<file path="src/hdl/xosera_pkg.sv">
// shared constants for the video controller
// widths, CPU register numbers, interrupt bits and display timing
package xosera_pkg;
    // widths
    localparam int ADDR_W    = 16;      // VRAM word address
    localparam int DATA_W    = 16;      // VRAM word
    localparam int PAL_IDX_W = 4;       // palette index, one pixel
    localparam int RGB_W     = 4;       // one colour component
    localparam int REG_NUM_W = 4;
    localparam int INTR_W    = 4;       // interrupt sources

    // CPU register numbers
    localparam logic [REG_NUM_W-1:0] REG_ADDR     = 4'd0;   // VRAM address
    localparam logic [REG_NUM_W-1:0] REG_DATA     = 4'd1;   // VRAM data, addr++ on write
    localparam logic [REG_NUM_W-1:0] REG_PAL      = 4'd2;   // [15:12] index, [11:0] rgb
    localparam logic [REG_NUM_W-1:0] REG_FILL_VAL = 4'd3;
    localparam logic [REG_NUM_W-1:0] REG_FILL_CNT = 4'd4;   // write starts a fill
    localparam logic [REG_NUM_W-1:0] REG_INTR     = 4'd5;   // [11:8] mask, [3:0] status
    localparam logic [REG_NUM_W-1:0] REG_STATUS   = 4'd6;   // read only

    // interrupt bit positions
    localparam int INTR_VSYNC = 0;
    localparam int INTR_FILL  = 1;

    // display timing, in pixels and lines
    localparam int CLKS_PER_PIX   = 2;
    localparam int VIS_W          = 32;
    localparam int H_TOTAL        = 40;
    localparam int H_SYNC_START   = 34;
    localparam int H_SYNC_LEN     = 3;
    localparam int VIS_H          = 8;
    localparam int V_TOTAL        = 10;
    localparam int V_SYNC_LINE    = 9;
    localparam int PIX_PER_WORD   = 4;  // msb nibble is leftmost
    localparam int WORDS_PER_LINE = 8;
    localparam int FB_BASE        = 0;
endpackage

</file>
<file path="src/hdl/vram_if.sv">
`timescale 1ns/1ns
// one master's VRAM request, four-phase req/ack
// master holds addr/wr/wdata while req is high
interface vram_if;
    import xosera_pkg::*;

    logic              req;
    logic              ack;     // rdata valid while high
    logic              wr;
    logic [ADDR_W-1:0] addr;
    logic [DATA_W-1:0] wdata;
    logic [DATA_W-1:0] rdata;

    modport master (
        output req, wr, addr, wdata,
        input  ack, rdata
    );

    modport target (
        input  req, wr, addr, wdata,
        output ack, rdata
    );
endinterface

</file>
<file path="src/hdl/fill_engine.sv">
`timescale 1ns/1ns
// word fill: writes val_i to cnt_i consecutive VRAM words from addr_i
// one arbiter transfer per word, done_o pulses at the end
module fill_engine (
    input  wire logic                          clk,
    input  wire logic                          reset_i,
    input  wire logic                          start_i,
    input  wire logic [xosera_pkg::ADDR_W-1:0] addr_i,
    input  wire logic [xosera_pkg::DATA_W-1:0] val_i,
    input  wire logic [xosera_pkg::DATA_W-1:0] cnt_i,
    output logic                               busy_o,
    output logic                               done_o,
    vram_if.master                             fill_port
);
    import xosera_pkg::*;

    logic [ADDR_W-1:0] cur_addr;
    logic [DATA_W-1:0] remain;      // words still to write

    assign fill_port.wr    = 1'b1;
    assign fill_port.addr  = cur_addr;
    assign fill_port.wdata = val_i;  // steady while busy

    always_ff @(posedge clk) begin
        if (reset_i) begin
            busy_o        <= 1'b0;
            done_o        <= 1'b0;
            fill_port.req <= 1'b0;
        end else begin
            done_o <= 1'b0;
            if (start_i && !busy_o) begin
                cur_addr <= addr_i;
                remain   <= cnt_i;
                busy_o   <= (cnt_i != '0);
                done_o   <= (cnt_i == '0);   // empty fill ends at once
            end else if (busy_o && !fill_port.req && !fill_port.ack) begin
                fill_port.req <= 1'b1;
            end else if (fill_port.req && fill_port.ack) begin
                fill_port.req <= 1'b0;
                cur_addr      <= cur_addr + 1'b1;
                remain        <= remain - 1'b1;
                if (remain == DATA_W'(1)) begin
                    busy_o <= 1'b0;
                    done_o <= 1'b1;
                end
            end
        end
    end
endmodule

</file>
<file path="src/flat_wrapper.sv">
// flat-port wrapper written by rule: the top's interface ports become plain ports
module fill_engine_flat import xosera_pkg::*;
  (clk, reset_i, start_i, addr_i, val_i, cnt_i, busy_o, done_o, fill_port_req, fill_port_wr, fill_port_addr, fill_port_wdata, fill_port_ack, fill_port_rdata);
  vram_if fill_port_i ();
  input  wire logic clk;
  input  wire logic reset_i;
  input  wire logic start_i;
  input  wire logic [xosera_pkg::ADDR_W-1:0] addr_i;
  input  wire logic [xosera_pkg::DATA_W-1:0] val_i;
  input  wire logic [xosera_pkg::DATA_W-1:0] cnt_i;
  output logic busy_o;
  output logic done_o;
  output wire logic [$bits(fill_port_i.req)-1:0] fill_port_req;
  output wire logic [$bits(fill_port_i.wr)-1:0] fill_port_wr;
  output wire logic [$bits(fill_port_i.addr)-1:0] fill_port_addr;
  output wire logic [$bits(fill_port_i.wdata)-1:0] fill_port_wdata;
  input wire logic [$bits(fill_port_i.ack)-1:0] fill_port_ack;
  input wire logic [$bits(fill_port_i.rdata)-1:0] fill_port_rdata;
  assign fill_port_req = fill_port_i.req;
  assign fill_port_wr = fill_port_i.wr;
  assign fill_port_addr = fill_port_i.addr;
  assign fill_port_wdata = fill_port_i.wdata;
  assign fill_port_i.ack = fill_port_ack;
  assign fill_port_i.rdata = fill_port_rdata;
  fill_engine u_core (.clk(clk), .reset_i(reset_i), .start_i(start_i), .addr_i(addr_i), .val_i(val_i), .cnt_i(cnt_i), .busy_o(busy_o), .done_o(done_o), .fill_port(fill_port_i));
endmodule
</file>
<file path="config.mk">
export PLATFORM = sky130hd
export DESIGN_NAME = fill_engine_flat
export DESIGN_NICKNAME = d
export VERILOG_FILES = /design/src/hdl/xosera_pkg.sv /design/src/hdl/vram_if.sv /design/src/hdl/fill_engine.sv /design/src/flat_wrapper.sv
export SDC_FILE = /design/constraint.sdc
export NUM_CORES = 1
export LEC_CHECK = 0
export ABC_AREA = 0
export BUFFER_PORTS_ARGS = -buffer_cell sky130_fd_sc_hd__buf_2
export CORE_UTILIZATION = 47
export DETAILED_ROUTE_END_ITERATION = 16
export PLACE_DENSITY = 0.81
export SYNTH_ARGS = -nofsm -noshare
export SYNTH_HDL_FRONTEND = slang
export SYNTH_SLANG_ARGS = --single-unit
</file>
<file path="constraint.sdc">
create_clock -name clk -period 3.6 [get_ports clk]
set_clock_uncertainty 0.05 [all_clocks]
set_input_delay 0.36 -clock clk [delete_from_list [all_inputs] [get_ports clk]]
set_output_delay 0.36 -clock clk [all_outputs]
set_load 0.02 [all_outputs]
</file>
# After elaboration in Yosys (flattened, before gate mapping)
# Index checks and enable logic that the tools add are counted.
# totals
regBits,35
out_inout_bits,36
inputBits,68
# classes
n_bitwise,2
n_reduce_logical,15
mux,16
eq_ne,2
addsub,2
# ops
cell,count
16-bit two-way mux,6
"16-bit by 1-bit adder with 16-bit output, second input constant",1
"16-bit by 1-bit equality test with 1-bit output, second input constant",1
16-bit logical NOT,1
16-bit nonzero test,1
"16-bit by 1-bit subtractor with 16-bit output, second input constant",1
1-bit two-way mux,10
3-bit AND reduction,2
2-bit nonzero test,3
1-bit logical AND,4
1-bit logical NOT,3
"2-bit by 1-bit != test with 1-bit output, second input constant",1
1-bit inverter,2
2-bit AND reduction,1

# Longest topological paths before layout
# Gate-level depths: netlist (run 1).
# logic_depth
ltp_word,5
depth_mapped,6
mapped_depth_nobuf,6

# Worst setup path after synthesis (run 1)
# No wires, ideal clock.
# synth_path
path_type,flip-flop to flip-flop
from,register u_core.busy_o
to,"register u_core.cur_addr[0], in the netlist u_core.fill_port.addr[0] (enable)"
slack_ns,0.584
setup_time_ns,0.432
stages_incl_launch_ff,5
t_required_ns,3.118
arrival_time_ns,2.534
synth_period_minus_slack_ns,3.016
cell_sequence,dfxtp_1 > nand2b_1 > clkbuf_1 > buf_1 > a21oi_1
# synth_via
elab_chain_cells,4
elab_cells_between_ends,7
# synth_rtl
item,line_no,text
from (decl),fill_engine.sv:11,"output logic busy_o,"
from (signal assigned),fill_engine.sv:34,busy_o <= (cnt_i != '0);
1-bit logical AND / 1-bit logical NOT (equally long branches),"fill_engine.sv:36, fill_engine.sv:31",
1-bit logical AND (on tied branches),"fill_engine.sv:36, fill_engine.sv:31",
2-bit by 1-bit != test with 1-bit output (no line) / 2-bit nonzero test (equally long branches),-,
3-bit AND reduction (no line) (*),-,
to (signal assigned),fill_engine.sv:32,cur_addr <= addr_i;
to (signal assigned),fill_engine.sv:40,cur_addr <= cur_addr + 1'b1;
to (decl),fill_engine.sv:17,logic [ADDR_W-1:0] cur_addr;
# Every way passes the cells marked *; elsewhere a longest branch is shown, timed or not.
# A chain may end at the register's enable or synchronous reset.

# Final worst setup path (run 1)
# layout_path
from,register u_core.busy_o
to,"register u_core.cur_addr[6], in the netlist u_core.fill_port.addr[6] (enable)"
# Same word-level chain as after synthesis.

==> metrics.txt, run 1 <==
total grt overflow=0; Residual DRC=2; Die Y=around 70 um; Max clock buf depth=2; Critical Path AT=~2.2 ns; Synthesized Nets=around 300; failing checks=design-rule violations; vias=about 1,800; CTS Buf Count=5; worst reg2reg path endpoint=u_core.fill_port.addr[6]; post-synthesis sequential area ratio=0.462; Post-Route Setup TNS=0 ns; kind of critical path=reg2reg; Final Hold Fails=0; Vias/cell=around 5.5; Synthesis Warnings=0; fin area=around 2500 um^2; Netlist cell types=around 40; fin crit share=0.617; CP required=~3.5 ns; NumNets Final=341; post-CTS setup buffers=0; final setup vio count=0; worst r2r path cells=3; main flop type after synthesis=edfxtp_1; RSZ-0062 raised after global routing=no; first-pass GRT wire length=around 7.5 mm; drt pass-1 iters=10; commonest non-fill, non-tap cell in the layout=buf_2; leakage=0.922 nW; worst-skew pair later-pin latency=between 0.2 and 0.3 ns; Worst Tran Pin Value=0.713 ns; Place WS=between 1 and 1.5 ns; GRT Total Usage=0.193; cell accounting for the most synthesized area=edfxtp_1; Slew Limit Headroom=0.525; antenna-violating nets left=0; Slew Viols, Final=0; Die ar.=about 5000 um^2; Worst Setup EP=u_core.fill_port.addr[6]; critical path startpoint category=flop; #FFs+latches synth=35; Max Cap Viol=0; Final Critical Period=2.22 ns; CTS resizes=0; core region area=around 4400 um^2; cells after synthesis=around 230; Routed WL per cell=14.2 um; peak supply drop=between 0.2 and 0.25 mV; final worst setup slack=between 1 and 1.5 ns; share of cells above drive strength 1=0.269; worst r2r src=u_core.busy_o; Antenna Cells=0; most frequent cells in the layout=buf_2, nand2_1, edfxtp_1; Placement Rows=24; Max Freq=between 0.4 and 0.5 GHz; Pwr per Cell Area=between 300 and 400 nW/um^2; Root Buffer=clkbuf_8; final core utilization=0.562; clock slew at reported path FFs=~0.07 ns; Worst Hold Class=in2reg; top cells by area, synth=edfxtp_1, nand2_1, buf_4; IO Count=roughly 100; TritonCTS clock tree=built; DPL Wire Length=3.47 mm; status=complete, but fails checks; Mean Syn Cell Area=roughly 9.6 um^2; initial antenna violation count=0; Hold Buf Count CTS=0; Crit. End Element=flop; Syn Std Cell Area=~2200 um^2; top cell type's share of synthesized area=0.435; Overall Power=about 0.94 mW; Layout area overhead=13.0%; largest net degree at the start of global routing=between 50 and 60; CP max FO=19; DRT Wirelength=~4.6 mm; Die X=70.6 um; Async SR Flop Fraction=0; DR iter-0 viols=approximately 110; reg-to-reg setup timing slack=roughly 1.4 ns; Post-synth EDFFs=32; IO Port Bufs=54; CTS H-tree depth=2; crit path from=u_core.busy_o; GPL Wtd Cong=a little under 0.8; initial cell density of the core=0.497; vias in the first global route=roughly 1,600; placed instance area=2420 um^2; clock sink count=35
through the flow:
step	instances	hold WS, ns
after detailed placement	315	0.447
after CTS	323	0.206
after global routing	323	0.215
after floorplan	231	0.379
final	323	0.212
after global placement	315	0.436
worst max-delay path: stages, from the launching register on:
cell      delay (ns)
dfxtp_1         0.35
nand2b_1        0.48
a21oi_2         0.71
buf_4           0.33
synthesized netlist by cell type, types with 4 or more instances:
cell type  count
nand2_1       36
edfxtp_1      32
o21ai_0       20
buf_4         17
nor2_1        14
xnor2_1       13
nand3_1       11
xor2_1        10
clkbuf_1       7
nor3_1         7
nor4_1         6
a21oi_1        5
nand4_1        5
inv_1          4
power breakdown:
part,leakage [nW],internal [mW],switching [mW]
Sequential,0.324,0.481,0.0297
Clock,0.0422,0.136,0.139
Combinational,0.556,0.0627,0.0904
Total,0.922,0.679,0.259
layout make-up:
type,count,area (um^2)
fill,436,1950
multi-input combinational,167,1020
sequential,35,1020
timing repair buffer,57,293
clock buffer,7,76.3
tap,52,65.1
inverter,4,15.0
clock inverter,1,5.00
cell families after synthesis:
logic type               share of synthesized area
XOR/XNOR                                    0.0911
other                                      0.00170
AO/OA/AOI/OAI                                0.104
flip-flops                                   0.462
AND/OR/NAND/NOR                              0.247
buffers and inverters                       0.0781
adder cells (fa/ha/maj)                     0.0170
routing by layer:
layer  vias to the layer above  global-route usage  wire, um  part of all wire
met5                         -                   0         0                 0
met4                         0              0.0644        34            0.0074
met3                         4              0.0556       265             0.058
met2                        54               0.299      2210              0.48
met1                       812               0.262      2080              0.45
li1                        897                   -         -                 -
registers in the layout, indices dropped and copies added (netlist names):
name / count
u_core.busy_o: 1
u_core.done_o: 1
u_core.remain: 16
u_core.fill_port.addr: 16
u_core.fill_port.req: 1
how the worst min path moves through the flow:
stage,start,cells after the start,endpoint,slack [ns]
floorplan,reset_i,1,u_core.busy_o,0.38
CTS,fill_port_ack,2,u_core.fill_port.req,0.21
global route,fill_port_ack,2,u_core.fill_port.req,0.22
finish,fill_port_ack,2,u_core.fill_port.req,0.21
detailed placement,u_core.fill_port.req,2,u_core.fill_port.req,0.45
global placement,u_core.fill_port.req,2,u_core.fill_port.req,0.44
No activity file was read; power rests on OpenSTA's default activity.
==> inputs of run 2 (changes only) <==
Settings changed: ABC_AREA 0 to 1, CORE_UTILIZATION 47 to 48.
Clock period 3.6 ns to 2.12 ns, I/O delays scaled along.
==> metrics.txt, run 2 <==
kind of critical path=reg2reg; RSZ-0062 raised after global routing=no; Critical Path AT=roughly 1.7 ns; top-count cell post-synth=nand2_1; placed instance area=around 2600 um^2; Hold Startpoint=fill_port_ack; fin crit share=0.790; fin area=around 2800 um^2; crit-path leading delay family=simple AND/OR/NAND/NOR gates; GPL Wtd Cong=around 0.9; top cell type's share of synthesized area=0.398; post-CTS setup buffers=0; Logic pwr share=0.169; top cells by count, synth=nand2_1, nor2_1, edfxtp_1, inv_1, buf_4; initial cell density of the core=0.504; Hold Buf Count CTS=0; crit-path most repeated cell=nand2_1; cell accounting for the most synthesized area=edfxtp_1; reg-to-reg setup timing slack=between 0.4 and 0.5 ns; Fillers=approximately 460; Clk pwr share=0.343; clock sink count=35; drt pass-1 iters=4; Placement Rows=25; CTS resizes=0; initial antenna violation count=0; NumNets Final=438; hold path cells=2; Die Y=72.9 um; Slew Viols, Final=0; Worst Hold Class=in2reg; worst r2r src=u_core.remain[0]; commonest non-fill, non-tap cell in the layout=nand2_1; Mean Syn Cell Area=7.38 um^2; Layout area overhead=14.2%; Pwr per Cell Area=~640 nW/um^2; final hold slack=about 0.05 ns; #FFs+latches synth=35; Crit. End Element=flop; final worst setup slack=0.446 ns; Routed WL per cell=about 12 um; Placed Cells=427; Sw Ratio=0.275; Slew Limit Headroom=0.555; most frequent cells in the layout=nand2_1, buf_2, nor2_1; final core utilization=0.576; Worst Path Buf+Inv=2; IO Port Bufs=54; peak supply drop=between 0.3 and 0.4 mV; Max Cap Viol=0; status=completed; CP required=around 2.1 ns; CTS Buf Count=5; Synthesized Nets=between 300 and 400; TritonCTS clock tree=built; IO Count=about 100; Place WS=roughly 0.5 ns; Die ar.=between 5000 and 6000 um^2; crit path cell chain=inv_1 -> ha_1 -> inv_1 -> nor2_2 -> nand2_1 -> nand2_1 -> nand2_1 -> nand2_1 -> nand2_1; Overall Power=about 1.8 mW; Synthesis Warnings=0; Post-Route Setup TNS=0 ns; vias in the first global route=between 1,500 and 2,000; Psw=approximately 0.49 mW; core region area=approximately 4800 um^2; worst reg2reg path endpoint=u_core.remain[14]; non-filler instance count after layout=435; Reg power frac=0.488; DR iter-0 viols=145; clock slew at reported path FFs=~0.08 ns; share of cells above drive strength 1=0.220; Netlist cell types=30; Antenna Cells=0; Residual DRC=0; Final Hold Fails=0; global route hottest layer=met2; Async SR Flop Fraction=0; worst r2r path cells=9; first-pass GRT wire length=roughly 8.4 mm; Max clock buf depth=2; Syn Std Cell Area=roughly 2400 um^2; met3 GRT Util=0.0428; Max Freq=~0.60 GHz; Post-synth EDFFs=32; cells after synthesis=between 300 and 400; Final Critical Period=approximately 1.7 ns; slowest CP cell=edfxtp_1; antenna-violating nets left=0; total grt overflow=0; critical path startpoint category=flop; CP max FO=4; Vias/cell=about 4.9; largest net degree at the start of global routing=42; Root Buffer=clkbuf_8; main flop type after synthesis=edfxtp_1; DPL Wire Length=between 3 and 4 mm; DRT Wirelength=approximately 5.1 mm; post-synthesis sequential area ratio=0.423; final setup vio count=0; leakage=~1.2 nW; top cells by area, synth=edfxtp_1, nand2_1, nor2_1; CTS H-tree depth=2; Int Power=around 1.3 mW; CP max stage delay=~0.44 ns; Hold Path End=u_core.fill_port.req; Worst Tran Pin Value=about 0.67 ns; worst-skew pair later-pin latency=0.29 ns; vias=about 2,100; GR Util met1=0.280; met2 Usage GRT=0.328; Die X=about 73 um; GRT Total Usage=0.205
-- run 2: changes by cell type after synthesis, sizes merged, moves of 4 or more --
cell | previous run | this run
nand2 | 37 | 129
nor2 | 14 | 56
inv | 4 | 19
xnor2 | 13 | 2
nor4 | 9 | 0
o21ai | 23 | 15
clkbuf | 7 | 0
nor3 | 7 | 1
buf | 18 | 23
nand3b | 1 | 6
xor2 | 10 | 5
nand3 | 11 | 15
or4 | 4 | 0
-- run 2: worst max path at each step --
stage                                start                       end  cells after the start
final                     u_core.remain[0]         u_core.remain[14]                      9
after global routing      u_core.remain[0]         u_core.remain[14]                      9
after CTS                 u_core.remain[0]         u_core.remain[14]                      9
after detailed placement  u_core.remain[0]          u_core.remain[8]                      6
after global placement    u_core.remain[0]         u_core.remain[14]                      9
after floorplan              u_core.busy_o  u_core.fill_port.addr[0]                      4
-- run 2: power groups by stage --
stage | clock, mW | sequential (mW) | combinational, mW
after global placement | 0 | 0.872 | 0.290
after CTS | 0.625 | 0.859 | 0.300
after detailed placement | 0 | 0.874 | 0.300
after floorplan | 0 | 0.892 | 0.221
final | 0.605 | 0.859 | 0.297
after global routing | 0.660 | 0.866 | 0.338
-- run 2: layout make-up --
type	count	area (um^2)	share of cell area
multi-input cells	250	1170	0.424
flip-flops and latches	35	1020	0.371
repair buffers	56	298	0.108
well taps	67	83.8	0.0304
inverters	19	71.3	0.0259
clock buffers	5	68.8	0.0250
clock inverters	3	43.8	0.0159
-- run 2: per-layer routing --
metal / part of all wire / routed length, um / vias to the layer above
met2: 0.45 / 2300 / 49
met1: 0.49 / 2490 / 969
met5: 0 / 0 / -
li1: - / - / 1115
met4: 0.0088 / 45 / 0
met3: 0.050 / 257 / 6
-- run 2: cell families after synthesis --
group                      Yosys count  synth area share
and+or+nand+nor                    213             0.376
buffers and inverters               42            0.0975
DFF                                 35             0.423
AOI/OAI and AO/OA                   26            0.0612
xor gates and xnor gates             7            0.0254
adders and majority gates            3            0.0156
other                                1           0.00155
