### src/hdl/xosera_pkg.sv
// shared constants for the video controller
// widths, CPU register numbers, interrupt bits and display timing
package xosera_pkg;
    // widths
    localparam int ADDR_W    = 16;      // VRAM word address
    localparam int DATA_W    = 16;      // VRAM word
    localparam int PAL_IDX_W = 4;       // palette index, one pixel
    localparam int RGB_W     = 4;       // one colour component
    localparam int REG_NUM_W = 4;
    localparam int INTR_W    = 4;       // interrupt sources

    // CPU register numbers
    localparam logic [REG_NUM_W-1:0] REG_ADDR     = 4'd0;   // VRAM address
    localparam logic [REG_NUM_W-1:0] REG_DATA     = 4'd1;   // VRAM data, addr++ on write
    localparam logic [REG_NUM_W-1:0] REG_PAL      = 4'd2;   // [15:12] index, [11:0] rgb
    localparam logic [REG_NUM_W-1:0] REG_FILL_VAL = 4'd3;
    localparam logic [REG_NUM_W-1:0] REG_FILL_CNT = 4'd4;   // write starts a fill
    localparam logic [REG_NUM_W-1:0] REG_INTR     = 4'd5;   // [11:8] mask, [3:0] status
    localparam logic [REG_NUM_W-1:0] REG_STATUS   = 4'd6;   // read only

    // interrupt bit positions
    localparam int INTR_VSYNC = 0;
    localparam int INTR_FILL  = 1;

    // display timing, in pixels and lines
    localparam int CLKS_PER_PIX   = 2;
    localparam int VIS_W          = 32;
    localparam int H_TOTAL        = 40;
    localparam int H_SYNC_START   = 34;
    localparam int H_SYNC_LEN     = 3;
    localparam int VIS_H          = 8;
    localparam int V_TOTAL        = 10;
    localparam int V_SYNC_LINE    = 9;
    localparam int PIX_PER_WORD   = 4;  // msb nibble is leftmost
    localparam int WORDS_PER_LINE = 8;
    localparam int FB_BASE        = 0;
endpackage

### src/hdl/vram_if.sv
`timescale 1ns/1ns
// one master's VRAM request, four-phase req/ack
// master holds addr/wr/wdata while req is high
interface vram_if;
    import xosera_pkg::*;

    logic              req;
    logic              ack;     // rdata valid while high
    logic              wr;
    logic [ADDR_W-1:0] addr;
    logic [DATA_W-1:0] wdata;
    logic [DATA_W-1:0] rdata;

    modport master (
        output req, wr, addr, wdata,
        input  ack, rdata
    );

    modport target (
        input  req, wr, addr, wdata,
        output ack, rdata
    );
endinterface

### src/hdl/video_scan.sv
`timescale 1ns/1ns
// display timing and bitmap fetch, 4 bits per pixel
// fetches the word one 4-pixel group ahead and outputs the current nibble
module video_scan (
    input  wire logic                             clk,
    input  wire logic                             reset_i,
    vram_if.master                                vid_port,
    output logic      [xosera_pkg::PAL_IDX_W-1:0] pix_idx_o,
    output logic                                  hsync_o,
    output logic                                  vsync_o,
    output logic                                  de_o,
    output logic                                  vsync_start_o
);
    import xosera_pkg::*;

    localparam int DIV_W = $clog2(CLKS_PER_PIX);
    localparam int H_W   = $clog2(H_TOTAL);
    localparam int V_W   = $clog2(V_TOTAL);
    localparam int GRP_W = $clog2(PIX_PER_WORD);

    logic [DIV_W-1:0]  pix_div;
    logic [H_W-1:0]    h_cnt;
    logic [V_W-1:0]    v_cnt;
    logic              pix_last;    // last clock of a pixel
    logic              grp_end;     // last clock of a group
    logic [H_W:0]      f_h;         // first pixel of the group after next
    logic [V_W:0]      f_v;
    logic              f_vis;
    logic [ADDR_W-1:0] f_addr;
    logic [DATA_W-1:0] fetch_word;
    logic [DATA_W-1:0] disp_word;   // word being shown

    assign pix_last = (pix_div == DIV_W'(CLKS_PER_PIX - 1));
    assign grp_end  = pix_last && (h_cnt[GRP_W-1:0] == '1);

    always_comb begin
        f_h = {1'b0, h_cnt} + (H_W+1)'(PIX_PER_WORD + 1);
        f_v = {1'b0, v_cnt};
        if (f_h >= (H_W+1)'(H_TOTAL)) begin     // wraps into next line
            f_h = f_h - (H_W+1)'(H_TOTAL);
            f_v = (v_cnt == V_W'(V_TOTAL - 1)) ? '0 : f_v + 1'b1;
        end
    end
    assign f_vis  = (f_h < (H_W+1)'(VIS_W)) && (f_v < (V_W+1)'(VIS_H));
    assign f_addr = ADDR_W'(FB_BASE + f_v * WORDS_PER_LINE + f_h / PIX_PER_WORD);

    assign vid_port.wr    = 1'b0;
    assign vid_port.wdata = '0;
    assign pix_idx_o      = disp_word[(PIX_PER_WORD-1-h_cnt[GRP_W-1:0])*PAL_IDX_W +: PAL_IDX_W];
    assign de_o           = (h_cnt < H_W'(VIS_W)) && (v_cnt < V_W'(VIS_H));
    assign hsync_o        = (h_cnt >= H_W'(H_SYNC_START)) &&
                            (h_cnt < H_W'(H_SYNC_START + H_SYNC_LEN));
    assign vsync_o        = (v_cnt == V_W'(V_SYNC_LINE));
    assign vsync_start_o  = vsync_o && (h_cnt == '0) && (pix_div == '0);

    always_ff @(posedge clk) begin
        if (reset_i) begin
            pix_div      <= '0;
            h_cnt        <= '0;
            v_cnt        <= '0;
            vid_port.req <= 1'b0;
        end else begin
            pix_div <= pix_last ? '0 : pix_div + 1'b1;
            if (pix_last) begin
                h_cnt <= (h_cnt == H_W'(H_TOTAL - 1)) ? '0 : h_cnt + 1'b1;
                if (h_cnt == H_W'(H_TOTAL - 1)) begin
                    v_cnt <= (v_cnt == V_W'(V_TOTAL - 1)) ? '0 : v_cnt + 1'b1;
                end
            end
            if (grp_end) begin
                disp_word <= fetch_word;    // next group starts now
                if (f_vis) begin
                    vid_port.req  <= 1'b1;
                    vid_port.addr <= f_addr;
                end
            end else if (vid_port.req && vid_port.ack) begin
                vid_port.req <= 1'b0;
                fetch_word   <= vid_port.rdata;
            end
        end
    end
endmodule

### src/flat_wrapper.sv
// flat-port wrapper written by rule: the top's interface ports become plain ports
module video_scan_flat import xosera_pkg::*;
  (clk, reset_i, pix_idx_o, hsync_o, vsync_o, de_o, vsync_start_o, vid_port_req, vid_port_wr, vid_port_addr, vid_port_wdata, vid_port_ack, vid_port_rdata);
  vram_if vid_port_i ();
  input  wire logic clk;
  input  wire logic reset_i;
  output logic      [xosera_pkg::PAL_IDX_W-1:0] pix_idx_o;
  output logic hsync_o;
  output logic vsync_o;
  output logic de_o;
  output logic vsync_start_o;
  output wire logic [$bits(vid_port_i.req)-1:0] vid_port_req;
  output wire logic [$bits(vid_port_i.wr)-1:0] vid_port_wr;
  output wire logic [$bits(vid_port_i.addr)-1:0] vid_port_addr;
  output wire logic [$bits(vid_port_i.wdata)-1:0] vid_port_wdata;
  input wire logic [$bits(vid_port_i.ack)-1:0] vid_port_ack;
  input wire logic [$bits(vid_port_i.rdata)-1:0] vid_port_rdata;
  assign vid_port_req = vid_port_i.req;
  assign vid_port_wr = vid_port_i.wr;
  assign vid_port_addr = vid_port_i.addr;
  assign vid_port_wdata = vid_port_i.wdata;
  assign vid_port_i.ack = vid_port_ack;
  assign vid_port_i.rdata = vid_port_rdata;
  video_scan u_core (.clk(clk), .reset_i(reset_i), .vid_port(vid_port_i), .pix_idx_o(pix_idx_o), .hsync_o(hsync_o), .vsync_o(vsync_o), .de_o(de_o), .vsync_start_o(vsync_start_o));
endmodule
### config.mk
export PLATFORM = sky130hd
export DESIGN_NAME = video_scan_flat
export DESIGN_NICKNAME = d
export VERILOG_FILES = /design/src/hdl/xosera_pkg.sv /design/src/hdl/vram_if.sv /design/src/hdl/video_scan.sv /design/src/flat_wrapper.sv
export SDC_FILE = /design/constraint.sdc
export NUM_CORES = 1
export LEC_CHECK = 0
export BUFFER_PORTS_ARGS = -buffer_cell sky130_fd_sc_hd__buf_2
export CORE_MARGIN = 1.5
export CORE_UTILIZATION = 45
export CTS_CLUSTER_DIAMETER = 150
export DETAILED_ROUTE_END_ITERATION = 10
export GPL_TIMING_DRIVEN = 0
export PLACE_DENSITY = 0.69
export SKIP_LAST_GASP = 1
export SLEW_MARGIN = 5
export SYNTH_ARGS = -nofsm -noshare
export SYNTH_HDL_FRONTEND = slang
export SYNTH_SLANG_ARGS = --single-unit
### constraint.sdc
create_clock -name clk -period 9.9 [get_ports clk]
set_clock_uncertainty 0.15 [all_clocks]
set_input_delay 0 -clock clk [delete_from_list [all_inputs] [get_ports clk]]
set_output_delay 0 -clock clk [all_outputs]
set_load 0.01 [all_outputs]
# Word level (Yosys, flattened, before mapping)
# Cells that the tools add are included.
dict set report word_totals {
  reg_bits 60
  in_bits 19
  out_inout_bits 42
  word_cells 53
}
dict set report op_classes {
  n_addsub 8
  n_lt_le_gt_ge 7
  eq_ne 4
  n_shift 1
  muxes 8
  bitwise 3
  reduce_logical 15
}
# operator count
set op_table {}
lappend op_table {{16-bit by 33-bit variable part select with 4-bit output} 1}
lappend op_table {{6-bit less-than comparator (second input constant)} 2}
lappend op_table {{5-bit 2-to-1 mux} 2}
lappend op_table {{8-bit by 5-bit adder with 9-bit output} 1}
lappend op_table {{6-bit by 3-bit adder with 7-bit output (second input constant)} 1}
lappend op_table {{7-bit by 6-bit >= comparator with 1-bit output (second input constant)} 1}
lappend op_table {{1-bit logical AND} 7}
lappend op_table {{7-bit by 6-bit less-than comparator with 1-bit output (second input constant)} 1}
lappend op_table {{7-bit 2-to-1 mux} 1}
lappend op_table {{7-bit by 6-bit subtractor with 7-bit output (second input constant)} 1}
lappend op_table {{6-bit by 1-bit adder with 6-bit output (second input constant)} 1}
lappend op_table {{6-bit == test (second input constant)} 1}
lappend op_table {{6-bit >= comparator (second input constant)} 1}
lappend op_table {{6-bit logical NOT} 1}
lappend op_table {{6-bit 2-to-1 mux} 1}
lappend op_table {{2-bit AND reduction} 3}
lappend op_table {{3-bit AND reduction} 2}
lappend op_table {{4-bit by 1-bit adder with 5-bit output (second input constant)} 1}
lappend op_table {{5-bit by 4-bit less-than comparator with 1-bit output (second input constant)} 1}
lappend op_table {{4-bit by 1-bit adder with 4-bit output (second input constant)} 1}
lappend op_table {{4-bit == test (second input constant)} 1}
lappend op_table {{4-bit less-than comparator (second input constant)} 1}
lappend op_table {{4-bit 2-to-1 mux} 1}
lappend op_table {{1-bit 2-to-1 mux} 3}
lappend op_table {{other kinds (7)} 9}

# Longest topological paths before layout
dict set report logic_depth {
  ltp_word 7
  mapped_depth 11
  depth_no_buf 10
}

# Worst setup path after synthesis
# Ideal clock, no wire load.
dict set report synth_path {
  kind {flip-flop to flip-flop}
  startpoint {register u_core.h_cnt[1]}
  endpoint {register u_core.vid_port.addr[0] (enable)}
  setup_time_ns 0.399
  arrival_time_ns 2.551
  t_required_ns 9.351
  path_slack_ns 6.800
  stages_incl_launch_ff 8
  path_buffers 1
  period_less_slack_ns 3.100
  cell_sequence {dfxtp_1 ha_1 clkbuf_1 or2_2 o22ai_2 nor2_2 mux2_4 nor4_1}
}
dict set report synth_between {
  elab_chain_len 6
}
# item line_no
set synth_rtl {}
lappend synth_rtl {{start: declaration} video_scan.sv:22} ;# logic [H_W-1:0] h_cnt;
lappend synth_rtl {{start signal: assignment} video_scan.sv:65} ;# h_cnt <= (h_cnt == H_W'(H_TOTAL - 1)) ? '0 : h_cnt + 1'b1;
lappend synth_rtl {{6-bit by 3-bit adder with 7-bit output} video_scan.sv:37} ;# f_h = {1'b0, h_cnt} + (H_W+1)'(PIX_PER_WORD + 1);
lappend synth_rtl {{7-bit by 6-bit subtractor with 7-bit output or 7-bit by 6-bit >= comparator with 1-bit output (tied branches)} {video_scan.sv:40, video_scan.sv:39}}
lappend synth_rtl {{7-bit 2-to-1 mux or 5-bit 2-to-1 mux (tied branches)} video_scan.sv:39} ;# if (f_h >= (H_W+1)'(H_TOTAL)) begin
lappend synth_rtl {{7-bit by 6-bit less-than comparator with 1-bit output or 5-bit by 4-bit less-than comparator with 1-bit output (tied branches)} video_scan.sv:44} ;# assign f_vis = (f_h < (H_W+1)'(VIS_W)) && (f_v < (V_W+1)'(VIS_H));
lappend synth_rtl {{1-bit logical AND} video_scan.sv:44}
lappend synth_rtl {{3-bit AND reduction (no source line) *} --}
lappend synth_rtl {{end signal: assignment} video_scan.sv:74} ;# vid_port.addr <= f_addr;
lappend synth_rtl {{end: declaration} vram_if.sv:15} ;# output req, wr, addr, wdata,
# Mark *: on every way between the ends. The rest lies on a longest branch, timed or not.
# A chain may end at the register's enable or synchronous reset.

# Final worst setup path
dict set report layout_path {
  startpoint {register u_core.h_cnt[1]}
  endpoint {register u_core.vid_port.addr[7], data pin}
}
dict set report layout_between {
  elab_chain_len 4
}
# item line_no
set layout_rtl {}
lappend layout_rtl {{6-bit by 3-bit adder with 7-bit output *} video_scan.sv:37}
lappend layout_rtl {{7-bit by 6-bit subtractor with 7-bit output or 7-bit by 6-bit >= comparator with 1-bit output (tied branches)} {video_scan.sv:40, video_scan.sv:39}}
lappend layout_rtl {{7-bit 2-to-1 mux or 5-bit 2-to-1 mux (tied branches)} video_scan.sv:39}
lappend layout_rtl {{8-bit by 5-bit adder with 9-bit output *} video_scan.sv:45} ;# assign f_addr = ADDR_W'(FB_BASE + f_v * WORDS_PER_LINE + f_h / PIX_PER_WORD);
lappend layout_rtl {{via u_core.f_addr[7]} video_scan.sv:29} ;# logic [ADDR_W-1:0] f_addr;
# Mark *: on every way through the listed nets, which the timed path passes. The rest lies on a longest branch.

==> flow_metrics.env <==
export IMPL_run_status="finished clean"
export IMPL_holdPathStages=2
export IMPL_coreArea_um2=5540
export IMPL_grtUsageTotal_pct=16.0
export IMPL_initial_core_util_pct=47.2
export IMPL_cp_end_kind="flip-flop"
export IMPL_nFillCells=461
export IMPL_grt_pass1_vias=1766
export IMPL_slew_headroom_pct=17.0
export IMPL_post_cts_setup_buffer_count=0
export IMPL_layout_min_cycle_time_ns=2.99
export IMPL_cts_buffers_inserted=5
export IMPL_synthCells=215
export IMPL_dieArea_um2=6270
export IMPL_cts_resized=0
export IMPL_drtPass1Iterations=4
export IMPL_synth_top_area_share_pct=47.1
export IMPL_antenna_found_initial=0
export IMPL_wire_per_inst_um=11.9
export IMPL_grt_max_degree=19
export IMPL_slew_viol_final=0
export IMPL_p_switching_mw=0.0918
export IMPL_finalCritPeriodShare_pct=30.2
export IMPL_p_comb_share_pct=8.7
export IMPL_placementRows=27
export IMPL_synthTopCellsByArea="edfxtp_1 (47%), dfxtp_1 (9.2%), buf_4 (6.9%), ha_1 (3.8%), mux4_2 (3.4%)"
export IMPL_reg2reg_depth=10
export IMPL_switching_share_pct=21.4
export IMPL_syn_area_um2=2610
export IMPL_r2r_start="u_core.h_cnt[1]"
export IMPL_cts_tree="done"
export IMPL_ant_nets=0
export IMPL_areaGrowthSynthToFinish_pct=26.3
export IMPL_path_class="reg -> reg"
export IMPL_cp_required_ns=9.87
export IMPL_worstMarginPinSlew_ns=1.24
export IMPL_io_pins=61
export IMPL_drive_gt1_share_pct=29.0
export IMPL_ys_types=46
export IMPL_clk_latency_ns=0.31
export IMPL_die_y_um=79.2
export IMPL_synth_edf_count=41
export IMPL_p_int_mw=0.336
export IMPL_ff2ff_setup_slack_ns=6.91
export IMPL_ys_warn_count=0
export IMPL_ys_seq_elements=53
export IMPL_cts_root_buf="clkbuf_8"
export IMPL_die_x_um=79.2
export IMPL_gp_congestion=0.841
export IMPL_p_per_area_nw_per_um2=130
export IMPL_cp_max_fo=9
export IMPL_ctsHtreeMaxLevel=2
export IMPL_cts_path_max_buffers=2
export IMPL_drc=0
export IMPL_total_power_mw=0.428
export IMPL_path_clk_slew_ns=0.10
export IMPL_arrival_ns=2.96
export IMPL_vias_per_cell=4.68
export IMPL_n_antenna_cell=0
export IMPL_leakagePower_nw=1.29
export IMPL_hp_start="vid_port_rdata[10]"
export IMPL_yosysSeqAreaShare_pct=56.3
export IMPL_drtIter0Drc=140
export IMPL_grt_pass1_wl_um=7630
export IMPL_grt_overflow=0
export IMPL_start_kind="flip-flop"
export IMPL_nNetsFinal=330
export IMPL_wl_um=4480
export IMPL_vias=1755
export IMPL_hold_viol=0
export IMPL_r2r_end="u_core.vid_port.addr[7]"
export IMPL_setup_tns_ns=0
export IMPL_synthFlopType="edfxtp_1"
export IMPL_yosys_area_top_type="edfxtp_1"
export IMPL_pwr_share_seq_pct=56.0
export IMPL_async_flop_share_pct=0
export IMPL_timing_fmax_mhz=334
export IMPL_numClockSinks=53
export IMPL_cap_violations=0
export IMPL_pwr_share_clk_pct=35.3
export IMPL_worstHoldPathType="in -> reg"
export IMPL_cts_hold_fix_buffers=18
export IMPL_portBuffers=36
export IMPL_min_to="u_core.fetch_word[10]"
export IMPL_rsz0062_at_grt="no"
export IMPL_place_hpwl_um=3120
export IMPL_ir_worst_vdd_v=0.0000930
export IMPL_setup_violations=0
export IMPL_avgSynthCellArea_um2=12.2
-- placed cells by master (no fill, tap or decap), types with 3 or more instances in the layout --
master,count
a211oi_1,3
conb_1,25
and2_1,3
nand2b_1,3
a21oi_1,8
a31oi_1,4
mux4_2,4
clkbuf_1,7
nor2_1,17
o21ai_0,5
edfxtp_1,41
or3_1,3
buf_2,39
inv_1,9
nand3_1,6
dlygate4sd3_1,18
xnor2_1,7
buf_4,25
clkbuf_8,5
ha_1,8
nand2_1,9
mux2i_1,5
nor3_1,6
dfxtp_1,12
-- logic make-up after synthesis --
logic type,synth area share [%]
simple gates,11.1
flops,56.3
buf+inv,9.77
compound gates,8.72
mux,6.37
fa+ha+maj,4.60
xor+xnor,3.02
other cells,0.144
-- through the flow --
| stage | hold slack, ns | setup slack (ns) | cells | utilization (%) | cell area, um2 |
|---|---|---|---|---|---|
| after floorplan | -0.0779 | 6.80 | 239 | - | 2700 |
| after global placement | 0.0260 | 6.18 | 347 | 53.7 | 2970 |
| after detailed placement | 0.0281 | 6.99 | 349 | 54.2 | 3000 |
| after CTS | 0.231 | 6.96 | 375 | 59.6 | 3300 |
| after global routing | 0.245 | 6.74 | 375 | 59.6 | 3300 |
| final | 0.241 | 6.91 | 375 | 59.6 | 3300 |
-- per-layer routing --
metal / wire, um / global-route usage [%]
met5: 0 / 0
met4: 79 / 6.84
met3: 173 / 3.56
met2: 2290 / 29.1
met1: 1940 / 17.7
-- how the worst max path moves through the flow --
stage / start / end
after global routing: u_core.h_cnt[1] / u_core.vid_port.addr[7]
after floorplan: u_core.h_cnt[1] / u_core.vid_port.addr[0]
after detailed placement: u_core.h_cnt[1] / u_core.vid_port.addr[7]
after global placement: u_core.h_cnt[1] / u_core.vid_port.addr[3]
after CTS: u_core.h_cnt[1] / u_core.vid_port.addr[7]
final: u_core.h_cnt[1] / u_core.vid_port.addr[7]
-- final cells by class --
class	count	area [um2]	share of cell area, %
buffer	34	221	6.71
clock inverter	3	47.5	1.44
sequential	53	1470	44.6
clock buffer	5	68.8	2.09
timing repair buffer	56	379	11.5
inverter	9	33.8	1.02
multi-input combinational	143	987	29.9
tap	72	90.1	2.73
-- cell usage after synthesis (2+ instances only) --
library cell	n
a211oi_1	3
a21o_1	2
a21oi_1	8
a31oi_1	4
and2_1	3
buf_2	3
buf_4	24
clkbuf_1	7
dfxtp_1	12
edfxtp_1	41
ha_1	8
inv_1	9
mux2i_1	5
mux4_2	4
nand2_1	9
nand2b_1	3
nand3_1	6
nor2_1	17
nor2_2	2
nor3_1	6
o21ai_0	5
or3_1	3
xnor2_1	7
xor2_1	2
-- registers in the layout, summed over array words and instances, names as in the netlist --
| name | flops |
|---|---|
| u_core.disp_word | 16 |
| u_core.fetch_word | 16 |
| u_core.h_cnt | 6 |
| u_core.pix_div | 1 |
| u_core.v_cnt | 4 |
| u_core.vid_port.addr | 9 |
| u_core.vid_port.req | 1 |
-- power groups by stage --
stage	Combinational, mW	Sequential (mW)	Clock (mW)
2_1_floorplan	0.0236	0.245	0
3_3_place_gp	0.0310	0.245	0
3_5_place_dp	0.0317	0.245	0
4_1_cts	0.0370	0.240	0.155
5_1_grt	0.0412	0.240	0.163
6_report	0.0374	0.240	0.151
-- critical path, stage by stage, from the launching register on --
cell and delay [ns]:
dfxtp_1 0.40, ha_1 0.16, clkbuf_1 0.31, nor2_1 0.13, a31oi_1 0.30, nor2_2 0.13
mux2_2 0.25, ha_1 0.15, inv_1 0.05, fa_1 0.41, o32ai_1 0.35
Note: power is estimated with default switching activity, not from simulation.
