[src/hdl/xosera_pkg.sv]
// shared constants for the video controller
// widths, CPU register numbers, interrupt bits and display timing
package xosera_pkg;
    // widths
    localparam int ADDR_W    = 16;      // VRAM word address
    localparam int DATA_W    = 16;      // VRAM word
    localparam int PAL_IDX_W = 4;       // palette index, one pixel
    localparam int RGB_W     = 4;       // one colour component
    localparam int REG_NUM_W = 4;
    localparam int INTR_W    = 4;       // interrupt sources

    // CPU register numbers
    localparam logic [REG_NUM_W-1:0] REG_ADDR     = 4'd0;   // VRAM address
    localparam logic [REG_NUM_W-1:0] REG_DATA     = 4'd1;   // VRAM data, addr++ on write
    localparam logic [REG_NUM_W-1:0] REG_PAL      = 4'd2;   // [15:12] index, [11:0] rgb
    localparam logic [REG_NUM_W-1:0] REG_FILL_VAL = 4'd3;
    localparam logic [REG_NUM_W-1:0] REG_FILL_CNT = 4'd4;   // write starts a fill
    localparam logic [REG_NUM_W-1:0] REG_INTR     = 4'd5;   // [11:8] mask, [3:0] status
    localparam logic [REG_NUM_W-1:0] REG_STATUS   = 4'd6;   // read only

    // interrupt bit positions
    localparam int INTR_VSYNC = 0;
    localparam int INTR_FILL  = 1;

    // display timing, in pixels and lines
    localparam int CLKS_PER_PIX   = 2;
    localparam int VIS_W          = 32;
    localparam int H_TOTAL        = 40;
    localparam int H_SYNC_START   = 34;
    localparam int H_SYNC_LEN     = 3;
    localparam int VIS_H          = 8;
    localparam int V_TOTAL        = 10;
    localparam int V_SYNC_LINE    = 9;
    localparam int PIX_PER_WORD   = 4;  // msb nibble is leftmost
    localparam int WORDS_PER_LINE = 8;
    localparam int FB_BASE        = 0;
endpackage

[src/hdl/vram_if.sv]
`timescale 1ns/1ns
// one master's VRAM request, four-phase req/ack
// master holds addr/wr/wdata while req is high
interface vram_if;
    import xosera_pkg::*;

    logic              req;
    logic              ack;     // rdata valid while high
    logic              wr;
    logic [ADDR_W-1:0] addr;
    logic [DATA_W-1:0] wdata;
    logic [DATA_W-1:0] rdata;

    modport master (
        output req, wr, addr, wdata,
        input  ack, rdata
    );

    modport target (
        input  req, wr, addr, wdata,
        output ack, rdata
    );
endinterface

[src/hdl/bus_regs.sv]
`timescale 1ns/1ns
// CPU register block on the 8-bit byte-lane bus
// VRAM address/data access, palette writes, fill start, interrupt mask/status
module bus_regs (
    input  wire logic                             clk,
    input  wire logic                             reset_i,
    input  wire logic                             bus_cs_n_i,     // strobe, active low
    input  wire logic                             bus_rd_nwr_i,   // 1 = read
    input  wire logic [xosera_pkg::REG_NUM_W-1:0] bus_reg_num_i,
    input  wire logic                             bus_bytesel_i,  // 0 = high byte
    input  wire logic [7:0]                       bus_data_i,
    output logic      [7:0]                       bus_data_o,
    output logic                                  bus_intr_o,
    vram_if.master                                cpu_port,
    output logic                                  fill_start_o,   // one-cycle pulse
    output logic      [xosera_pkg::ADDR_W-1:0]    fill_addr_o,
    output logic      [xosera_pkg::DATA_W-1:0]    fill_val_o,
    output logic      [xosera_pkg::DATA_W-1:0]    fill_cnt_o,
    input  wire logic                             fill_busy_i,
    input  wire logic                             fill_done_i,
    input  wire logic                             vsync_start_i,
    output logic                                  pal_wr_o,
    output logic      [xosera_pkg::PAL_IDX_W-1:0] pal_idx_o,
    output logic      [3*xosera_pkg::RGB_W-1:0]   pal_data_o
);
    import xosera_pkg::*;

    logic              cs_n_r1;
    logic              cs_n_r2;
    logic              strobe;      // once per cs low period
    logic              wr_odd;      // odd byte write, acts on the whole word
    logic [7:0]        hi_byte;
    logic [7:0]        rd_byte;
    logic [DATA_W-1:0] wr_word;
    logic [DATA_W-1:0] rd_word;
    logic [ADDR_W-1:0] vram_addr;
    logic [DATA_W-1:0] rd_latch;
    logic              cpu_busy;
    logic [INTR_W-1:0] intr_mask;
    logic [INTR_W-1:0] intr_status;
    logic [INTR_W-1:0] intr_set;
    logic [INTR_W-1:0] intr_clr;

    assign strobe         = !cs_n_r1 && cs_n_r2;
    assign wr_odd         = strobe && !bus_rd_nwr_i && bus_bytesel_i;
    assign wr_word        = {hi_byte, bus_data_i};
    assign bus_data_o     = bus_cs_n_i ? 8'h00 : rd_byte;
    assign intr_clr       = (wr_odd && bus_reg_num_i == REG_INTR) ? wr_word[INTR_W-1:0] : '0;
    assign cpu_port.addr  = vram_addr;

    always_comb begin
        intr_set             = '0;
        intr_set[INTR_VSYNC] = vsync_start_i;
        intr_set[INTR_FILL]  = fill_done_i;
        case (bus_reg_num_i)
            REG_ADDR:     rd_word = vram_addr;
            REG_DATA:     rd_word = rd_latch;
            REG_FILL_VAL: rd_word = fill_val_o;
            REG_FILL_CNT: rd_word = fill_cnt_o;
            REG_INTR:     rd_word = {4'h0, intr_mask, 4'h0, intr_status};
            REG_STATUS:   rd_word = {14'h0, fill_busy_i, cpu_busy};
            default:      rd_word = '0;     // palette is write only
        endcase
    end

    always_ff @(posedge clk) begin
        if (reset_i) begin
            cs_n_r1      <= 1'b1;
            cs_n_r2      <= 1'b1;
            rd_byte      <= 8'h00;
            cpu_busy     <= 1'b0;
            cpu_port.req <= 1'b0;
            fill_start_o <= 1'b0;
            pal_wr_o     <= 1'b0;
            intr_mask    <= '0;
            intr_status  <= '0;
            bus_intr_o   <= 1'b0;
        end else begin
            cs_n_r1      <= bus_cs_n_i;
            cs_n_r2      <= cs_n_r1;
            fill_start_o <= 1'b0;
            pal_wr_o     <= 1'b0;
            intr_status  <= (intr_status | intr_set) & ~intr_clr;   // sticky
            bus_intr_o   <= |(intr_status & intr_mask);
            if (strobe && bus_rd_nwr_i) begin
                rd_byte <= bus_bytesel_i ? rd_word[7:0] : rd_word[15:8];
            end else if (cs_n_r1) begin
                rd_byte <= 8'h00;
            end
            // master side of the VRAM handshake
            if (cpu_busy && !cpu_port.req && !cpu_port.ack) begin
                cpu_port.req <= 1'b1;
            end else if (cpu_port.req && cpu_port.ack) begin
                cpu_port.req <= 1'b0;
                cpu_busy     <= 1'b0;
                if (cpu_port.wr) begin
                    vram_addr <= vram_addr + 1'b1;  // auto increment
                end else begin
                    rd_latch <= cpu_port.rdata;
                end
            end
            if (strobe && !bus_rd_nwr_i && !bus_bytesel_i) begin
                hi_byte <= bus_data_i;
            end
            if (wr_odd) begin
                case (bus_reg_num_i)
                    REG_ADDR: begin
                        vram_addr   <= wr_word;
                        cpu_port.wr <= 1'b0;    // read ahead for REG_DATA
                        cpu_busy    <= 1'b1;
                    end
                    REG_DATA: begin
                        cpu_port.wdata <= wr_word;
                        cpu_port.wr    <= 1'b1;
                        cpu_busy       <= 1'b1;
                    end
                    REG_PAL: begin
                        pal_wr_o   <= 1'b1;
                        pal_idx_o  <= wr_word[15:12];
                        pal_data_o <= wr_word[11:0];
                    end
                    REG_FILL_VAL: fill_val_o <= wr_word;
                    REG_FILL_CNT: begin
                        fill_cnt_o   <= wr_word;
                        fill_addr_o  <= vram_addr;  // fill starts at current address
                        fill_start_o <= 1'b1;
                    end
                    REG_INTR: intr_mask <= wr_word[8 +: INTR_W];
                    default: ;
                endcase
            end
        end
    end
endmodule

[src/flat_wrapper.sv]
// flat-port wrapper written by rule: the top's interface ports become plain ports
module bus_regs_flat import xosera_pkg::*;
  (clk, reset_i, bus_cs_n_i, bus_rd_nwr_i, bus_reg_num_i, bus_bytesel_i, bus_data_i, bus_data_o, bus_intr_o, fill_start_o, fill_addr_o, fill_val_o, fill_cnt_o, fill_busy_i, fill_done_i, vsync_start_i, pal_wr_o, pal_idx_o, pal_data_o, cpu_port_req, cpu_port_wr, cpu_port_addr, cpu_port_wdata, cpu_port_ack, cpu_port_rdata);
  vram_if cpu_port_i ();
  input  wire logic clk;
  input  wire logic reset_i;
  input  wire logic bus_cs_n_i;
  input  wire logic bus_rd_nwr_i;
  input  wire logic [xosera_pkg::REG_NUM_W-1:0] bus_reg_num_i;
  input  wire logic bus_bytesel_i;
  input  wire logic [7:0] bus_data_i;
  output logic      [7:0] bus_data_o;
  output logic bus_intr_o;
  output logic fill_start_o;
  output logic      [xosera_pkg::ADDR_W-1:0] fill_addr_o;
  output logic      [xosera_pkg::DATA_W-1:0] fill_val_o;
  output logic      [xosera_pkg::DATA_W-1:0] fill_cnt_o;
  input  wire logic fill_busy_i;
  input  wire logic fill_done_i;
  input  wire logic vsync_start_i;
  output logic pal_wr_o;
  output logic      [xosera_pkg::PAL_IDX_W-1:0] pal_idx_o;
  output logic      [3*xosera_pkg::RGB_W-1:0] pal_data_o;
  output wire logic [$bits(cpu_port_i.req)-1:0] cpu_port_req;
  output wire logic [$bits(cpu_port_i.wr)-1:0] cpu_port_wr;
  output wire logic [$bits(cpu_port_i.addr)-1:0] cpu_port_addr;
  output wire logic [$bits(cpu_port_i.wdata)-1:0] cpu_port_wdata;
  input wire logic [$bits(cpu_port_i.ack)-1:0] cpu_port_ack;
  input wire logic [$bits(cpu_port_i.rdata)-1:0] cpu_port_rdata;
  assign cpu_port_req = cpu_port_i.req;
  assign cpu_port_wr = cpu_port_i.wr;
  assign cpu_port_addr = cpu_port_i.addr;
  assign cpu_port_wdata = cpu_port_i.wdata;
  assign cpu_port_i.ack = cpu_port_ack;
  assign cpu_port_i.rdata = cpu_port_rdata;
  bus_regs u_core (.clk(clk), .reset_i(reset_i), .bus_cs_n_i(bus_cs_n_i), .bus_rd_nwr_i(bus_rd_nwr_i), .bus_reg_num_i(bus_reg_num_i), .bus_bytesel_i(bus_bytesel_i), .bus_data_i(bus_data_i), .bus_data_o(bus_data_o), .bus_intr_o(bus_intr_o), .cpu_port(cpu_port_i), .fill_start_o(fill_start_o), .fill_addr_o(fill_addr_o), .fill_val_o(fill_val_o), .fill_cnt_o(fill_cnt_o), .fill_busy_i(fill_busy_i), .fill_done_i(fill_done_i), .vsync_start_i(vsync_start_i), .pal_wr_o(pal_wr_o), .pal_idx_o(pal_idx_o), .pal_data_o(pal_data_o));
endmodule
[config.mk]
export PLATFORM = sky130hd
export DESIGN_NAME = bus_regs_flat
export DESIGN_NICKNAME = d
export VERILOG_FILES = /design/src/hdl/xosera_pkg.sv /design/src/hdl/vram_if.sv /design/src/hdl/bus_regs.sv /design/src/flat_wrapper.sv
export SDC_FILE = /design/constraint.sdc
export NUM_CORES = 1
export LEC_CHECK = 0
export BUFFER_PORTS_ARGS = -buffer_cell sky130_fd_sc_hd__clkbuf_2
export CAP_MARGIN = 10
export CORE_MARGIN = 2
export CORE_UTILIZATION = 35
export CTS_CLUSTER_DIAMETER = 200
export CTS_CLUSTER_SIZE = 25
export DETAILED_ROUTE_END_ITERATION = 12
export PLACE_DENSITY = 0.63
export SETUP_SLACK_MARGIN = 0.5
export SLEW_MARGIN = 25
export SYNTH_ARGS = -nofsm -noshare
export SYNTH_HDL_FRONTEND = slang
export SYNTH_SLANG_ARGS = --single-unit
[constraint.sdc]
create_clock -name clk -period 3.3 [get_ports clk]
set_input_delay 0.33 -clock clk [delete_from_list [all_inputs] [get_ports clk]]
set_output_delay 0.33 -clock clk [all_outputs]
set_load 0.1 [all_outputs]
* Yosys cells after proc, flatten, opt, wreduce, memory -nomap -nowiden *
Index checks and enable logic that the tools add are counted.
Widths: inputs -> output; s select.

storage, ports and cells
  bits of input ports = 37
  output and inout bits = 109
  word-level logic and storage cells = 84
  bits in registers = 144

operators by class
  bitwise operators = 8
  $add $sub $neg = 1
  equality and inequality tests = 6
  reduce and logical (&&, ||, !) cells = 29
  mux-type cells = 20

operator list
  kind                   number
  $pmux 16 s6            1
  $mux 16                5
  $mux 8                 4
  $add 16x1->16 const B  1
  $reduce_and 3->1       5
  $eq 4x3->1 const B     3
  $logic_and 1x1->1      9
  $and 4x4->4            2
  $eq 4x2->1 const B     2
  $mux 1                 8
  $reduce_bool 2->1      3
  $logic_not 1->1        5
  $eq 4x1->1 const B     1
  $logic_not 4->1        1
  $mux 4                 1
  $not 1->1              4
  $not 4->4              1
  $or 4x2->4             1
  $reduce_and 2->1       2
  $reduce_and 4->1       1
  $reduce_or 2->1        2
  $reduce_or 4->1        1
  $pmux 1 s2             1

* Longest topological paths before layout *
  depth in word-level cells = 8
  mapped depth = 7
  gate-level depth less buffers = 5

* Worst setup path after synthesis *
OpenSTA, ideal clock, no wires.

  path type = register to register
  from = register u_core.cpu_port.req
  to = register u_core.rd_latch[0], enable pin
  stages on the path, launching flop included = 3
  path buffers = 0
  arrival = 2.290 ns
  period minus slack after synthesis = 2.700 ns
  setup slack = 0.600 ns
  path through = dfxtp_1 -> nand2_1 -> nor3_1

on the way
  longest elaborated chain between the ends = 5

RTL lines
  what                             RTL line        text
  from (decl)                      vram_if.sv:15   output req, wr, addr, wdata,
  from (signal assigned)           bus_regs.sv:72  cpu_port.req <= 1'b0;
  from (signal assigned)           bus_regs.sv:92  cpu_port.req <= 1'b1;
  from (signal assigned)           bus_regs.sv:94  cpu_port.req <= 1'b0;
  $logic_not 1->1                  bus_regs.sv:91  if (cpu_busy && !cpu_port.req && !cpu_port.ack) begin
  $logic_and 1x1->1 (2 in series)  bus_regs.sv:91
  $not 1->1 (no line)              -
  $reduce_and 4->1 (no line) (*)   -
  to (signal assigned)             bus_regs.sv:99  rd_latch <= cpu_port.rdata;
  to (decl)                        bus_regs.sv:37  logic [DATA_W-1:0] rd_latch;

Every way passes the cells marked *; elsewhere a longest branch is shown, timed or not.
A chain may end at the register's enable or synchronous reset.

* Worst setup path after layout *
  from = input port bus_reg_num_i[2] (netlist name)
  to = register u_core.vram_addr[2] (netlist: u_core.cpu_port.addr[2]) (data pin)

on the way
  longest elaborated chain between the ends = 3

RTL lines
  what                  RTL line           text
  from (decl)           flat_wrapper.sv:9  input wire logic [xosera_pkg::REG_NUM_W-1:0] bus_reg_num_i;
  $logic_not 4->1       bus_regs.sv:106    case (bus_reg_num_i)
  $mux 16               bus_regs.sv:106
  $mux 16               bus_regs.sv:105    if (wr_odd) begin
  to (signal assigned)  bus_regs.sv:97     vram_addr <= vram_addr + 1'b1;
  to (signal assigned)  bus_regs.sv:108    vram_addr <= wr_word;
  to (decl)             bus_regs.sv:36     logic [ADDR_W-1:0] vram_addr;

No other way between the ends.

==> impl_metrics.json <==
{
  "status": "completed",
  "hold_violations": 0,
  "ir_drop_uv": 353,
  "viasPerCell": 5.14,
  "clkTransAtPathRegs_ps": 60,
  "met1_usage_pct": 24.7,
  "synth_top_area_cell": "edfxtp_1",
  "rows": 46,
  "slew_violations": 0,
  "worst_pin_slew_ps": 780,
  "track_usage_pct": 19.1,
  "hp-class": "input pin to flip-flop",
  "clk-insertion-delay-late_ps": 430,
  "gp_congestion": 0.901,
  "cts_resized": 0,
  "areaGrowthSynthToFinish_pct": 28.1,
  "cts_root_buffer": "clkbuf_16",
  "grt_setup_unrepaired": "no",
  "initial_core_util_pct": 35.7,
  "synthArstFlopShare_pct": 0,
  "cpPeakStageDelay_ps": 450,
  "post_drt_wl_per_cell_um": 20.7,
  "drive_gt1_share_pct": 34.7,
  "yosys-top-cells-area": "edfxtp_1 64%, dfxtp_1 8.1%, a21oi_1 2.6%",
  "tns_ps": 0,
  "synth_flop_cell": "edfxtp_1",
  "drt_pass1_iterations": 5,
  "synth.top_cell.area_share_pct": 64.0,
  "wl_um": 16300,
  "n_antenna_cell": 0,
  "cts_tree": "done",
  "worstSetupPathType": "input pin to flip-flop",
  "cp_max_fo": 23,
  "grt_pass1_vias": 4092,
  "grt_pass1_wl_um": 24500,
  "most-common-layout-cells": "145 x clkbuf_2, 121 x edfxtp_1, 33 x nand2_1, 33 x nor2_1, 29 x a21oi_1",
  "cts_made_buffers": 17,
  "final.period_utilization_pct": 65.6,
  "die-area_um2": 17300,
  "io_pins": 146,
  "slew_headroom_pct": 48.0,
  "fin_nets": 596,
  "postLayoutCoreUtil_pct": 45.8,
  "post_cts.repair.setup_buffers": 0,
  "drt_iter0_drc": 439,
  "dp_cells": 755,
  "synth-warning-count": 0,
  "end_kind": "flip-flop",
  "cts_hold_buf": 0,
  "grt_busiest_layer": "met2",
  "chipWidth_um": 131,
  "setup_viol": 0,
  "avgSynthCellArea_um2": 14.1,
  "synth_edf_count": 121,
  "crit_required_ps": 3470,
  "htree_levels": 4,
  "grt.overflow.total": 0,
  "p_leak_nw": 2.71,
  "hold_depth": 1,
  "synth_cell_types": 50,
  "layoutNonFillerInstCount": 787,
  "die_y_um": 131,
  "antenna_found_initial": 0,
  "pwr_density_cell_nw_per_um2": 571,
  "layout_commonest_cell": "clkbuf_2",
  "r2r_cells": 5,
  "synth.ff_latch_count": 144,
  "coreArea_um2": 15900,
  "cts.sinks": 144,
  "grt_use_met2_pct": 30.8,
  "vias": 4042,
  "fin_skew_ps": 14.5,
  "syn_nets": 440,
  "grt_max_degree": 27,
  "postRouteAntennaNets": 0,
  "port_buffers": 145,
  "cp_data_arrival_time_ps": 2330,
  "place_hpwl_um": 11900,
  "synth.cell_area_um2": 5680,
  "clock_path_buffers": 2,
  "timing.fmax_mhz": 462,
  "critical_path.slowest_cell": "or2_1",
  "netlist_instances": 402,
  "min_period_ps": 2160,
  "crit_chain": "clkbuf_2 > or2_1 > nor3_1 > nand2_1 > buf_4 > nor2_1 > a21oi_1",
  "startpoint_type": "input pin",
  "maxCapViolCount": 0,
  "ys_seq_area_share_pct": 72.1,
  "grtUsageMet3_pct": 5.36,
  "drcViolationCount": 0
}
## worst paths after layout
path                                           from                                 end  slack (ps)
hold reg to reg      u_core.rd_byte[7]$_SDFFE_PP0P_      u_core.rd_byte[7]$_SDFFE_PP0P_         460
setup reg to reg  u_core.cpu_port.addr[3]$_DFFE_PN_  u_core.cpu_port.addr[15]$_DFFE_PN_        1240
setup / recovery                   bus_reg_num_i[2]   u_core.cpu_port.addr[2]$_DFFE_PN_        1140
hold / removal                    cpu_port_rdata[2]        u_core.rd_latch[2]$_DFFE_PP_          80
## state kept, by name, indices dropped and copies added, names as in the netlist, 4 cells and up
signal                 count
u_core.intr_status         4
u_core.pal_data_o         12
u_core.fill_addr_o        16
u_core.pal_idx_o           4
u_core.rd_latch           16
u_core.fill_cnt_o         16
u_core.hi_byte             8
u_core.intr_mask           4
u_core.rd_byte             8
u_core.fill_val_o         16
u_core.cpu_port.addr      16
u_core.cpu_port.wdata     16
## area by class of cell
type | count | area [um2]
clock buffers | 17 | 425
clock inverters | 15 | 160
fillers | 1489 | 8610
inverters | 3 | 11.3
multi-input cells | 236 | 1500
flip-flops and latches | 144 | 4090
well taps | 216 | 270
repair buffers | 156 | 808
## metal layers
metal	vias to the layer above	wire length, um	part of all wire [%]
met5	-	0	0
met4	0	251	1.5
met2	176	7750	47
met1	2005	7130	44
li1	1846	-	-
met3	15	1190	7.3
## power by group
part           internal [mW]  total (mW)  switching (mW)  leakage (nW)
clock                   1.12        1.89           0.768         0.268
sequential              1.98        2.01          0.0299          1.29
combinational         0.0646       0.253           0.189          1.15
## Yosys cell counts, drive strengths merged, types with 5 or more instances
cell,number
dfxtp,23
and3,8
a21oi,31
nor2,33
clkbuf,8
mux2i,12
a22oi,9
nor2b,14
edfxtp,121
mux2,5
buf,11
xnor2,7
nand3,5
nor3,6
nand2,33
xor2,8
o21ai,9
a32o,6
## kinds of logic (layout without fill, tap and decap cells)
| kind of cell | after synthesis | count (layout) | synth area share [%] |
|---|---|---|---|
| and+or+nand+nor | 126 | 126 | 11.4 |
| adders and majority gates | 1 | 1 | 0.220 |
| AOI/OAI and AO/OA | 77 | 77 | 9.13 |
| xor gates and xnor gates | 15 | 15 | 2.31 |
| buffers and inverters | 22 | 191 | 1.68 |
| DFF | 144 | 144 | 72.1 |
| muxes | 17 | 17 | 3.11 |
## stage by stage
stage	hold WS, ps	total power, mW	cell area [um2]	setup slack, ps
5_1_grt	58.9	4.28	7270	931
2_1_floorplan	408	2.22	5680	600
6_report	76.5	4.15	7270	1140
3_5_place_dp	445	2.30	6690	749
4_1_cts	56.2	4.19	7270	1200
3_3_place_gp	443	2.30	6690	869
## worst max-delay path, delay by kind of cell
| family | cells | cell delay [ps] |
|---|---|---|
| AOI/OAI and AO/OA | 1 | 50 |
| buffers and inverters | 2 | 630 |
| and+or+nand+nor | 4 | 1320 |
Note: power is estimated with default switching activity, not from simulation.
